**src/logic/pix_pkg.sv**
```systemverilog
/*
 * shared widths and beat layout for the sensor reorder path
 * credit and output buffer sizes, framer state encoding
 */

package pix_pkg;

	// ------------------------------
	// pixel and beat layout
	// ------------------------------

	// one pixel per channel
	localparam int PIX_W = 10;
	// sensor channels, lane 0 in the low bits
	localparam int LANES = 4;
	localparam int BEAT_W = LANES * PIX_W;
	// two kernels of eight pixels span four beats
	localparam int GROUP_BEATS = 4;

	// ------------------------------
	// downstream link
	// ------------------------------

	// credits granted by the receiver at reset
	localparam int CREDIT_MAX = 8;
	// counter must hold CREDIT_MAX itself
	localparam int CREDIT_W = $clog2(CREDIT_MAX + 1);

	// output FIFO, power of two so the pointers wrap
	localparam int FIFO_DEPTH = 16;
	localparam int FIFO_AW = 4;

	// ------------------------------
	// framer states
	// ------------------------------

	// idle = outside frame, line = active pixels, gap = between lines
	typedef enum logic [1:0] {
		FR_IDLE,
		FR_LINE,
		FR_GAP
	} framer_state_t;

endpackage

```
**src/logic/kernel_reorder.sv**
```systemverilog
/*
 * kernel reorder for the four-channel sensor
 * restores linear pixel order from the mirrored kernel layout
 */
`timescale 1ns/1ns

module kernel_reorder (
	input  logic                         clk,
	input  logic                         i_reset,
	input  logic                         i_fval,
	input  logic                         i_lval,
	input  logic [pix_pkg::BEAT_W-1:0]   i_pix_data,
	output logic                         o_fval,
	output logic                         o_lval,
	output logic [pix_pkg::BEAT_W-1:0]   o_pix_data
);

	logic                                         beat_valid;
	logic [$clog2(pix_pkg::GROUP_BEATS)-1:0]      beat_cnt;
	logic                                         cnt_dly0;
	logic                                         cnt_dly1;
	logic                                         cnt_dly2;
	logic [pix_pkg::PIX_W-1:0]                    lane  [pix_pkg::LANES];
	logic [pix_pkg::PIX_W-1:0]                    bank0 [pix_pkg::LANES];
	logic [pix_pkg::PIX_W-1:0]                    bank1 [pix_pkg::LANES];
	logic [pix_pkg::BEAT_W-1:0]                   bank0_flat;
	logic [pix_pkg::BEAT_W-1:0]                   bank1_flat;
	logic [pix_pkg::BEAT_W-1:0]                   latch0;
	logic [pix_pkg::BEAT_W-1:0]                   latch1;
	logic [pix_pkg::BEAT_W-1:0]                   dout;
	logic [3:0]                                   fval_sr;
	logic [3:0]                                   lval_sr;

	assign beat_valid = i_fval & i_lval;

	// ------------------------------
	// beat counter within a group
	// ------------------------------
	always_ff @(posedge clk) begin
		if (i_reset || !beat_valid) begin
			beat_cnt <= '0;
		end else begin
			beat_cnt <= beat_cnt + 1'b1;
		end
	end

	// select for the output mux, three cycles behind
	always_ff @(posedge clk) begin
		if (i_reset) begin
			cnt_dly0 <= 1'b0;
			cnt_dly1 <= 1'b0;
			cnt_dly2 <= 1'b0;
		end else begin
			cnt_dly0 <= beat_cnt[0];
			cnt_dly1 <= cnt_dly0;
			cnt_dly2 <= cnt_dly1;
		end
	end

	// split beat and rebuild banks, lane 0 lowest
	for (genvar i = 0; i < pix_pkg::LANES; i++) begin : g_lane
		assign lane[i] = i_pix_data[i*pix_pkg::PIX_W +: pix_pkg::PIX_W];
		assign bank0_flat[i*pix_pkg::PIX_W +: pix_pkg::PIX_W] = bank0[i];
		assign bank1_flat[i*pix_pkg::PIX_W +: pix_pkg::PIX_W] = bank1[i];
	end

	// ------------------------------
	// steering into staging banks
	// ------------------------------
	// beats 0,1: even kernel, even pixels to bank0, odd to bank1
	// beats 2,3: odd kernel, channel order mirrored
	always_ff @(posedge clk) begin
		if (beat_valid) begin
			case (beat_cnt)
				2'd0: begin
					bank0[0] <= lane[0];
					bank1[0] <= lane[1];
					bank0[1] <= lane[2];
					bank1[1] <= lane[3];
				end
				2'd1: begin
					bank0[2] <= lane[0];
					bank1[2] <= lane[1];
					bank0[3] <= lane[2];
					bank1[3] <= lane[3];
				end
				2'd2: begin
					bank1[3] <= lane[0];
					bank0[3] <= lane[1];
					bank1[2] <= lane[2];
					bank0[2] <= lane[3];
				end
				default: begin
					bank1[1] <= lane[0];
					bank0[1] <= lane[1];
					bank1[0] <= lane[2];
					bank0[0] <= lane[3];
				end
			endcase
		end
	end

	// bank pair complete every second beat
	always_ff @(posedge clk) begin
		if (!beat_cnt[0]) begin
			latch0 <= bank0_flat;
			latch1 <= bank1_flat;
		end
	end

	// bank0 first, then bank1
	always_ff @(posedge clk) begin
		dout <= cnt_dly2 ? latch1 : latch0;
	end

	assign o_pix_data = dout;

	// valid levels follow the data by four stages
	always_ff @(posedge clk) begin
		if (i_reset) begin
			fval_sr <= '0;
			lval_sr <= '0;
		end else begin
			fval_sr <= {fval_sr[2:0], i_fval};
			lval_sr <= {lval_sr[2:0], i_lval};
		end
	end

	assign o_fval = fval_sr[3];
	assign o_lval = lval_sr[3];

endmodule

```
**src/logic/line_framer.sv**
```systemverilog
/*
 * line framer, tags beats with start-of-frame and end-of-line
 * one beat held so the end of line is known on release
 */
`timescale 1ns/1ns

module line_framer (
	input  logic                         clk,
	input  logic                         i_reset,
	input  logic                         i_fval,
	input  logic                         i_lval,
	input  logic [pix_pkg::BEAT_W-1:0]   i_pix_data,
	output logic                         o_wr,
	output logic [pix_pkg::BEAT_W-1:0]   o_data,
	output logic                         o_sof,
	output logic                         o_eol
);

	pix_pkg::framer_state_t      state;
	pix_pkg::framer_state_t      state_nxt;
	logic                        beat_valid;
	logic                        sof_arm;
	logic                        hold_valid;
	logic [pix_pkg::BEAT_W-1:0]  hold_data;

	assign beat_valid = i_fval & i_lval;

	// ------------------------------
	// frame / line tracking
	// ------------------------------
	always_comb begin
		state_nxt = state;
		case (state)
			pix_pkg::FR_IDLE: begin
				if (beat_valid) state_nxt = pix_pkg::FR_LINE;
				else if (i_fval) state_nxt = pix_pkg::FR_GAP;
			end
			pix_pkg::FR_LINE: begin
				if (!i_fval) state_nxt = pix_pkg::FR_IDLE;
				else if (!i_lval) state_nxt = pix_pkg::FR_GAP;
			end
			pix_pkg::FR_GAP: begin
				if (!i_fval) state_nxt = pix_pkg::FR_IDLE;
				else if (i_lval) state_nxt = pix_pkg::FR_LINE;
			end
			default: state_nxt = pix_pkg::FR_IDLE;
		endcase
	end

	always_ff @(posedge clk) begin
		if (i_reset) begin
			state      <= pix_pkg::FR_IDLE;
			sof_arm    <= 1'b0;
			hold_valid <= 1'b0;
			o_wr       <= 1'b0;
			o_sof      <= 1'b0;
			o_eol      <= 1'b0;
		end else begin
			state      <= state_nxt;
			hold_valid <= beat_valid;
			// held beat always leaves one cycle later
			o_wr       <= hold_valid;
			o_sof      <= hold_valid & sof_arm;
			// no follow-on beat, so the held one closes the line
			o_eol      <= hold_valid & ~beat_valid;
			// armed on frame start, spent by the first release
			if (state == pix_pkg::FR_IDLE && i_fval) sof_arm <= 1'b1;
			else if (hold_valid) sof_arm <= 1'b0;
		end
	end

	// payload path
	always_ff @(posedge clk) begin
		if (beat_valid) hold_data <= i_pix_data;
		if (hold_valid) o_data <= hold_data;
	end

endmodule

```
**src/logic/credit_out_buffer.sv**
```systemverilog
/*
 * credit-based output buffer
 * beat FIFO with tags, credit counter and sticky overflow flag
 */
`timescale 1ns/1ns

module credit_out_buffer (
	input  logic                         clk,
	input  logic                         i_reset,
	input  logic                         i_wr,
	input  logic [pix_pkg::BEAT_W-1:0]   i_data,
	input  logic                         i_sof,
	input  logic                         i_eol,
	input  logic                         i_credit,
	output logic                         o_valid,
	output logic [pix_pkg::BEAT_W-1:0]   o_data,
	output logic                         o_sof,
	output logic                         o_eol,
	output logic                         o_overflow
);

	// entry layout: {sof, eol, data}
	logic [pix_pkg::BEAT_W+1:0]      fifo_mem [pix_pkg::FIFO_DEPTH];
	logic [pix_pkg::BEAT_W+1:0]      rd_entry;
	logic [pix_pkg::FIFO_AW-1:0]     wr_ptr;
	logic [pix_pkg::FIFO_AW-1:0]     rd_ptr;
	logic [pix_pkg::FIFO_AW:0]       fifo_cnt;
	logic [pix_pkg::CREDIT_W-1:0]    credit_cnt;
	logic                            fifo_empty;
	logic                            fifo_full;
	logic                            pop;
	logic                            push;

	assign fifo_empty = (fifo_cnt == '0);
	assign fifo_full  = (fifo_cnt == pix_pkg::FIFO_DEPTH);

	// send whenever a beat waits and the receiver has room
	assign pop  = ~fifo_empty & (credit_cnt != '0);
	// a pop in the same cycle frees the slot
	assign push = i_wr & (~fifo_full | pop);

	// ------------------------------
	// storage
	// ------------------------------
	always_ff @(posedge clk) begin
		if (push) fifo_mem[wr_ptr] <= {i_sof, i_eol, i_data};
	end

	// first word fall-through read
	assign rd_entry   = fifo_mem[rd_ptr];
	assign o_valid    = pop;
	assign o_data     = rd_entry[pix_pkg::BEAT_W-1:0];
	assign o_eol      = pop & rd_entry[pix_pkg::BEAT_W];
	assign o_sof      = pop & rd_entry[pix_pkg::BEAT_W+1];

	// pointers and fill level
	always_ff @(posedge clk) begin
		if (i_reset) begin
			wr_ptr   <= '0;
			rd_ptr   <= '0;
			fifo_cnt <= '0;
		end else begin
			if (push) wr_ptr <= wr_ptr + 1'b1;
			if (pop) rd_ptr <= rd_ptr + 1'b1;
			case ({push, pop})
				2'b10:   fifo_cnt <= fifo_cnt + 1'b1;
				2'b01:   fifo_cnt <= fifo_cnt - 1'b1;
				default: fifo_cnt <= fifo_cnt;
			endcase
		end
	end

	// ------------------------------
	// credits and overflow
	// ------------------------------
	// pulse and send together cancel out
	always_ff @(posedge clk) begin
		if (i_reset) begin
			credit_cnt <= pix_pkg::CREDIT_W'(pix_pkg::CREDIT_MAX);
		end else begin
			case ({i_credit, pop})
				2'b10:   credit_cnt <= credit_cnt + 1'b1;
				2'b01:   credit_cnt <= credit_cnt - 1'b1;
				default: credit_cnt <= credit_cnt;
			endcase
		end
	end

	// sticky until reset, sensor side cannot be held off
	always_ff @(posedge clk) begin
		if (i_reset) begin
			o_overflow <= 1'b0;
		end else if (i_wr && !push) begin
			o_overflow <= 1'b1;
		end
	end

endmodule

```
**src/logic/sensor_reorder_top.sv**
```systemverilog
/*
 * sensor reorder subsystem top
 * kernel reorder, line framer and credit output buffer in a chain
 */
`timescale 1ns/1ns

module sensor_reorder_top (
	input  logic                         clk,
	input  logic                         i_reset,
	input  logic                         i_fval,
	input  logic                         i_lval,
	input  logic [pix_pkg::BEAT_W-1:0]   i_pix_data,
	input  logic                         i_credit,
	output logic                         o_valid,
	output logic [pix_pkg::BEAT_W-1:0]   o_data,
	output logic                         o_sof,
	output logic                         o_eol,
	output logic                         o_overflow
);

	// reorder to framer
	logic                        ro_fval;
	logic                        ro_lval;
	logic [pix_pkg::BEAT_W-1:0]  ro_data;
	// framer to buffer
	logic                        fr_wr;
	logic [pix_pkg::BEAT_W-1:0]  fr_data;
	logic                        fr_sof;
	logic                        fr_eol;

	kernel_reorder i_kernel_reorder (
		.clk        (clk),
		.i_reset    (i_reset),
		.i_fval     (i_fval),
		.i_lval     (i_lval),
		.i_pix_data (i_pix_data),
		.o_fval     (ro_fval),
		.o_lval     (ro_lval),
		.o_pix_data (ro_data)
	);

	line_framer i_line_framer (
		.clk        (clk),
		.i_reset    (i_reset),
		.i_fval     (ro_fval),
		.i_lval     (ro_lval),
		.i_pix_data (ro_data),
		.o_wr       (fr_wr),
		.o_data     (fr_data),
		.o_sof      (fr_sof),
		.o_eol      (fr_eol)
	);

	credit_out_buffer i_credit_out_buffer (
		.clk        (clk),
		.i_reset    (i_reset),
		.i_wr       (fr_wr),
		.i_data     (fr_data),
		.i_sof      (fr_sof),
		.i_eol      (fr_eol),
		.i_credit   (i_credit),
		.o_valid    (o_valid),
		.o_data     (o_data),
		.o_sof      (o_sof),
		.o_eol      (o_eol),
		.o_overflow (o_overflow)
	);

endmodule

```
**config.mk**
```make
export PLATFORM = sky130hd
export DESIGN_NAME = sensor_reorder_top
export DESIGN_NICKNAME = d
export VERILOG_FILES = /design/src/logic/pix_pkg.sv /design/src/logic/kernel_reorder.sv /design/src/logic/line_framer.sv /design/src/logic/credit_out_buffer.sv /design/src/logic/sensor_reorder_top.sv
export SDC_FILE = /design/constraint.sdc
export NUM_CORES = 1
export LEC_CHECK = 0
export ABC_AREA = 1
export BUFFER_PORTS_ARGS = -buffer_cell sky130_fd_sc_hd__buf_2
export CAP_MARGIN = 20
export CORE_MARGIN = 5
export CORE_UTILIZATION = 30
export CTS_BUF_LIST = sky130_fd_sc_hd__clkbuf_2
export CTS_CLUSTER_SIZE = 24
export DETAILED_ROUTE_END_ITERATION = 8
export SYNTH_ARGS = -nofsm -noshare
export SYNTH_HDL_FRONTEND = slang
export SYNTH_SLANG_ARGS = --single-unit
export TNS_END_PERCENT = 30
```
**constraint.sdc**
```tcl
create_clock -name clk -period 12.1 [get_ports clk]
set_input_delay 0.605 -clock clk [delete_from_list [all_inputs] [get_ports clk]]
set_output_delay 0.605 -clock clk [all_outputs]
set_load 0.05 [all_outputs]
```
==> run summary, run 1 <==
WL final = 88500 um
Worst r2r src = i_kernel_reorder.beat_cnt[0]
Largest net degree at the start of global routing = 266
IO Count = 89
Worst Path Arrival = 5660 ps
Final setup fails = 0
Max cap viols = 0
Vias in the first global route = 22300
Synthesized Nets = 2965
Post-route DRC = 0
Crit. End Element = primary output
Mapped Area = 38700 um2
Area leader, netlist = edfxtp_1
Slew Limit Headroom = 26.7%
Most common cell in the netlist = edfxtp_1
Via Count = 22900
Antenna Nets Post-Route = 0
Wire per inst = 17.5 um
Final Hold Fails = 0
Placed cell count = 4526
Inserted Clock Buffers = 237
Max IR drop VDD = 0.182 mV
Hold_sp = i_pix_data[39]
Fin crit period = 6270 ps
Vias per cell = 4.54
Register area share after synthesis = 75.1%
Die area = 136000 um2
Area of the multi-input gates = 7180 um2
Fill cell count = 12500
Crit Path Class = reg2out
RSZ-0062 raised after global routing = false
Core Rows = 131
DRT iter0 DRCs = 1939
Starting Density = 30.2%
Share of layout cells above drive strength 1 = 19.3%
Initial antenna violation count = 7
Worst Setup Start Kind = flip-flop
Seq. cell area = 29000 um2
DR pass1 iterations = 6
Share of the synthesized area in the top cell type = 70.8%
Post-synth EDFFs = 912
CTS tree = done
Routability cong. = 0.727
Worst slew pin tran = 1100 ps
Syn avg cell area = 13.3 um2
Die W = 369 um
Async SR Flop Fraction = 0%
Crit share post-route = 51.8%
Pwr dens = 177 nW/um2
Synth Register Bits = 994
Synth top cells by count = 912 x edfxtp_1, 327 x inv_1, 327 x nand2_1, 266 x nand3_1, 179 x a21oi_1
Final Max Tran Viols = 0
CP Data Required Time = 11490 ps
Clock sink total = 994
Post-synthesis instance total = 2904
Max clock buf depth = 3
Area delta synth->final = 13.6%
Leakage = 16.0 nW
CORE AREA = 128000 um2
Synth Warn # = 0
Outcome = completed
First-pass GRT wire length = 133000 um
Clock Tree Root = clkbuf_2
Gr usage total = 12.8%
Hold Crit Class = in2reg
GR Overflow Total = 0
Die H = 369 um
Top FF cell, synth = edfxtp_1
Nets = 3281
Final instance count without filler cells = 5050
Clk_lat worst skew = 1480 ps
Final setup skew = 114 ps
Synth cell types = 31
Port Buffers = 88
Hpwl dp = 44000 um
Crit Path Max Fanout = 265
Synth area leaders = edfxtp_1 71%, dfxtp_1 4.2%, nand3_1 3.4%, o211ai_1 3.3%, inv_1 3.2%
Htree depth = 4
Reg clk slew, reported paths = 110 ps
Setup TNS Final = 0 ps
Peak Freq = 0.160 GHz
==> layer usage <==
metal	global-route usage, %	wire (um)
met5	0	0
met4	4.76	2100
met3	3.28	6170
met2	20.1	41100
met1	17.1	39100
==> sequential cells by signal, indices dropped and copies added (netlist names), 2 cells and up, named ones only <==
name,flops
i_kernel_reorder.beat_cnt,2
i_kernel_reorder.latch1,40
i_credit_out_buffer.wr_ptr,4
i_kernel_reorder.fval_sr,4
i_line_framer.hold_data,40
i_kernel_reorder.latch0,40
i_credit_out_buffer.rd_ptr,4
i_kernel_reorder.o_pix_data,40
i_credit_out_buffer.credit_cnt,4
i_line_framer.o_data,40
i_credit_out_buffer.fifo_cnt,5
i_line_framer.state,2
i_kernel_reorder.bank1,40
i_kernel_reorder.bank0,40
i_credit_out_buffer.fifo_mem,672
i_kernel_reorder.lval_sr,4
==> stage by stage <==
step | hold WS [ps] | utilization, % | setup WS, ps | area (um2) | power (mW)
6_report | 210 | 34.4 | 5830 | 43900 | 7.79
5_1_grt | 74.9 | 34.4 | 5310 | 43900 | 8.29
4_1_cts | 9.62 | 34.3 | 5410 | 43900 | 7.89
3_5_place_dp | 387 | 31.8 | 7070 | 40700 | 5.78
3_3_place_gp | 387 | 31.8 | 7160 | 40700 | 5.75
2_1_floorplan | 386 | - | 7580 | 38700 | 5.41
==> critical path, cell delays in order, from the launching register on <==
cell and delay, ps:
dfxtp_4 660, buf_12 700, buf_4 890, buf_4 320, buf_16 330, o211ai_1 160
nand3_1 140, nand3_1 100, nand2_1 220, buf_2 310
==> path summary, 6_finish.rpt <==
check	end	slack, ps	cells after the start
worst min register to register	i_line_framer.hold_data[6]	380	0
worst min-delay path	i_kernel_reorder.bank0[0][9]	210	4
worst max-delay path	o_data[12]	5830	9
worst max register to register	i_kernel_reorder.bank0[2][9]	9100	8
==> power by group <==
group | internal [mW] | total [mW] | switching [mW]
combinational | 0.550 | 1.92 | 1.37
sequential | 3.75 | 3.81 | 0.0586
clock | 0.798 | 2.06 | 1.27
total | 5.10 | 7.79 | 2.69
==> cells by family (layout without fill, tap and decap cells) <==
family                   count (synthesis)  in the layout  share of synthesized area [%]
flip-flops                             994            994                           75.1
AND/OR/NAND/NOR                        661            661                           7.33
AO/OA/AOI/OAI                          609            609                           9.00
buffers and inverters                  577           1055                           6.75
multiplexers                            40             40                           1.16
adder cells (fa/ha/maj)                 16             16                          0.537
XOR/XNOR                                 7              7                          0.159
other                                    0              6                              0
==> placed cells by master, fill, tap and decap left out, types with 4 or more instances in the layout <==
cell / n
mux2_2: 40
dlygate4sd3_1: 115
o21ai_1: 100
edfxtp_1: 912
diode_2: 6
nor2_1: 42
inv_1: 324
buf_4: 30
nand3_1: 266
a21oi_1: 179
clkinv_2: 91
o211ai_1: 170
nand2_2: 5
buf_2: 88
xor2_1: 6
inv_6: 4
o21ai_0: 157
nand2_1: 325
dfxtp_1: 76
clkbuf_2: 349
nor2_4: 18
inv_2: 12
ha_1: 15
clkinv_1: 31
==> repair_timing <==
item / CTS / global route
buffers inserted: 0 / 0
resized for setup: 0 / 0
hold endpoints to repair: 202 / 0
hold buffers: 115 / 0
==> layout make-up <==
class,instances,area share (%)
clock buffer,349,3.97
sequential,994,66.1
inverter,416,3.79
timing repair buffer,238,4.41
antenna,6,0.0342
clock inverter,52,0.643
multi-input combinational,1333,16.3
tap,1662,4.73
(Power assumes the default switching activity.)
==> inputs of run 2 (changes only) <==
==> constraint.sdc (replaced) <==
create_clock -name clk -period 6.05 [get_ports clk]
set_input_delay 0.3025 -clock clk [delete_from_list [all_inputs] [get_ports clk]]
set_output_delay 0.3025 -clock clk [all_outputs]
set_load 0.05 [all_outputs]
==> run 2 against run 1 <==
Clock skew is 27 ps higher; critical path depth is 3 lower; wire length is 1.1% lower; critical endpoint is now o_sof; largest cell class unchanged; largest power group unchanged.
==> run summary, run 2 (synthesized netlist as in run 1, its figures left out) <==
Crit Path Class = reg2out
Core Rows = 131 (unchanged)
Final Max Tran Viols = 0 (unchanged)
Initial antenna violation count = 5 (-2)
Max IR drop VDD = 0.346 mV (+90%)
Crit share post-route = 76.0%
Nets = 3280 (-0.030%)
Leakage = 16.0 nW (+0.25%)
Hpwl dp = 46600 um (+5.9%)
Die area = 136000 um2 (unchanged)
Most frequent cells in the layout = 912 x edfxtp_1, 363 x clkbuf_2, 325 x nand2_1
CTS tree = done
Int Pwr = 10.2 mW (+100%)
Area delta synth->final = 13.8%
Worst Setup Start Kind = flip-flop
Switching pwr = 5.49 mW (+100%)
Crit Path Max Fanout = 89 (-66%)
Commonest non-fill, non-tap cell in the layout = edfxtp_1
Outcome = completed
Comb pwr share = 23.8% (-0.8 points)
Flop-to-flop setup slack = 2970 ps (-6130 ps)
Worst Slack Setup Final = 1450 ps (-4380 ps)
Die H = 369 um (unchanged)
Pwr dens = 358 nW/um2 (+100%)
Post-cts resize count = 0 (unchanged)
Slowest cell on crit path = dfxtp_4
Hold Crit Class = in2reg
Final setup skew = 141 ps (+27.1 ps)
Wire per inst = 17.3 um (-1.5%)
Sequential share of power = 48.9% (about the same)
Fin crit period = 4600 ps
Peak Freq = 0.217 GHz
Setup TNS Final = 0 ps (unchanged)
Port Buffers = 88 (unchanged)
Max cap viols = 0 (unchanged)
Largest net degree at the start of global routing = 205 (-23%)
Switching Share = 34.9% (+0.36 points)
Vias in the first global route = 22700 (+1.7%)
GR Overflow Total = 0 (unchanged)
Max clock buf depth = 3 (unchanged)
Worst r2r dst = i_credit_out_buffer.fifo_mem[11][26]
Crit path cell chain = buf_4 -> o211ai_1 -> nand3_1 -> nand3_1 -> a21oi_1 -> buf_2
Final Hold Fails = 0 (unchanged)
Starting Density = 30.2% (unchanged)
Fill cell count = 12400 (-0.12%)
Vias per cell = 4.53 (-0.16%)
Hold Path Sink = i_kernel_reorder.bank1[2][0]
DRT iter0 DRCs = 1696 (-13%)
Worst r2r src = i_credit_out_buffer.credit_cnt[0]
Via Count = 23000 (+0.25%)
Core Util, Final = 34.4% (+0.053 points)
Hold_sp = i_pix_data[10]
Hold path depth = 5 (+1)
Routability cong. = 0.731 (+0.61%)
Final setup fails = 0 (unchanged)
DR pass1 iterations = 7 (+1)
CORE AREA = 128000 um2 (unchanged)
Worst Path Arrival = 4300 ps (-1360 ps)
Largest Register = i_credit_out_buffer.fifo_mem
Share of layout cells above drive strength 1 = 19.5% (+0.19 points)
Inserted Clock Buffers = 238 (+0.42%)
Place WS = 2840 ps (-4240 ps)
Max incr delay on CP = 930 ps (+40 ps)
Slew Limit Headroom = 30.2% (+3.6 points)
Post-route DRC = 0 (unchanged)
RSZ-0062 raised after global routing = false
Setup bufs post-CTS = 0 (unchanged)
Clock Tree Root = clkbuf_2
Die W = 369 um (unchanged)
Max reg flops = 672 (unchanged)
WL final = 87500 um (-1.1%)
Crit. End Element = primary output
Cells on worst reg2reg path = 9 (+1)
Worst slew pin tran = 1040 ps (-55.7 ps)
Clock sink total = 994 (unchanged)
Clock power frac = 27.3% (+0.8 points)
IO Count = 89 (unchanged)
Gr usage total = 12.7% (-0.13 points)
First-pass GRT wire length = 133000 um (-0.27%)
CP Data Required Time = 5750 ps (-5740 ps)
Tot Pwr = 15.7 mW (+100%)
Clk_lat worst skew = 1480 ps (about the same)
Antenna Nets Post-Route = 0 (unchanged)
CP most frequent cell = nand3_1
Reg clk slew, reported paths = 110 ps (about the same)
Htree depth = 4 (unchanged)
-- run 2: cell count changes in the layout (fill, tap and decap cells not counted), moves of 3 or more --
cell / delta
clkbuf_2: +14
clkinv_1: +11
buf_16: -3
clkinv_2: -6
-- run 2: how the worst max path moves through the flow --
stage | from | to | slack, ps
2_1_floorplan | i_kernel_reorder.beat_cnt[0] | i_kernel_reorder.bank0[2][0] | 1530
3_3_place_gp | flip-flop | o_data[9] | 2830
3_5_place_dp | flip-flop | o_data[8] | 2840
4_1_cts | flip-flop | o_data[8] | 1190
5_1_grt | flip-flop | o_data[8] | 1020
6_report | flip-flop | o_sof | 1450
-- run 2: critical path, delay by kind of cell, from the launching register on --
family | cells | cell delay [ps]
simple gates | 2 | 230
compound gates | 2 | 660
flops | 1 | 930
buf+inv | 2 | 1070
-- run 2: layout make-up --
cell class	count	area (um2)	share of cell area (%)
Antenna cell	8	20.0	0.0455
Clock buffer	363	1820	4.13
Multi-Input combinational cell	1333	7180	16.3
Timing Repair Buffer	236	1870	4.25
Clock inverter	59	343	0.779
Inverter	416	1670	3.78
Tap cell	1662	2080	4.72
Sequential cell	994	29000	66.0
-- run 2: per-stage QoR --
stage | area, um2 | cells | hold WS [ps]
after CTS | 44000 | 5063 | 61.6
final | 44000 | 5071 | 290
after detailed placement | 40700 | 4528 | 388
after global routing | 44000 | 5070 | 96.3
after global placement | 40700 | 4528 | 383
after floorplan | 38700 | 2904 | 379
-- run 2: timing repair --
action                                  in CTS  in global routing
endpoints found under the setup margin       0                  0
hold endpoints to repair                   202                  0
hold buffers                               113                  0
-- run 2: power by group through the flow --
stage	registers, mW	clock network, mW	logic (mW)
final	7.70	4.29	3.74
after global routing	7.73	4.87	4.14
after CTS	7.70	4.47	3.80
after detailed placement	7.86	0	3.73
after global placement	7.86	0	3.70
after floorplan	7.69	0	3.12
-- run 2: layer usage --
layer	vias up	routed length [um]	track usage (%)
met1	11100	39600	17.1
met2	689	41300	20.4
met5	-	0	0
met4	0	1620	4.11
met3	107	4890	2.81
li1	11100	-	-
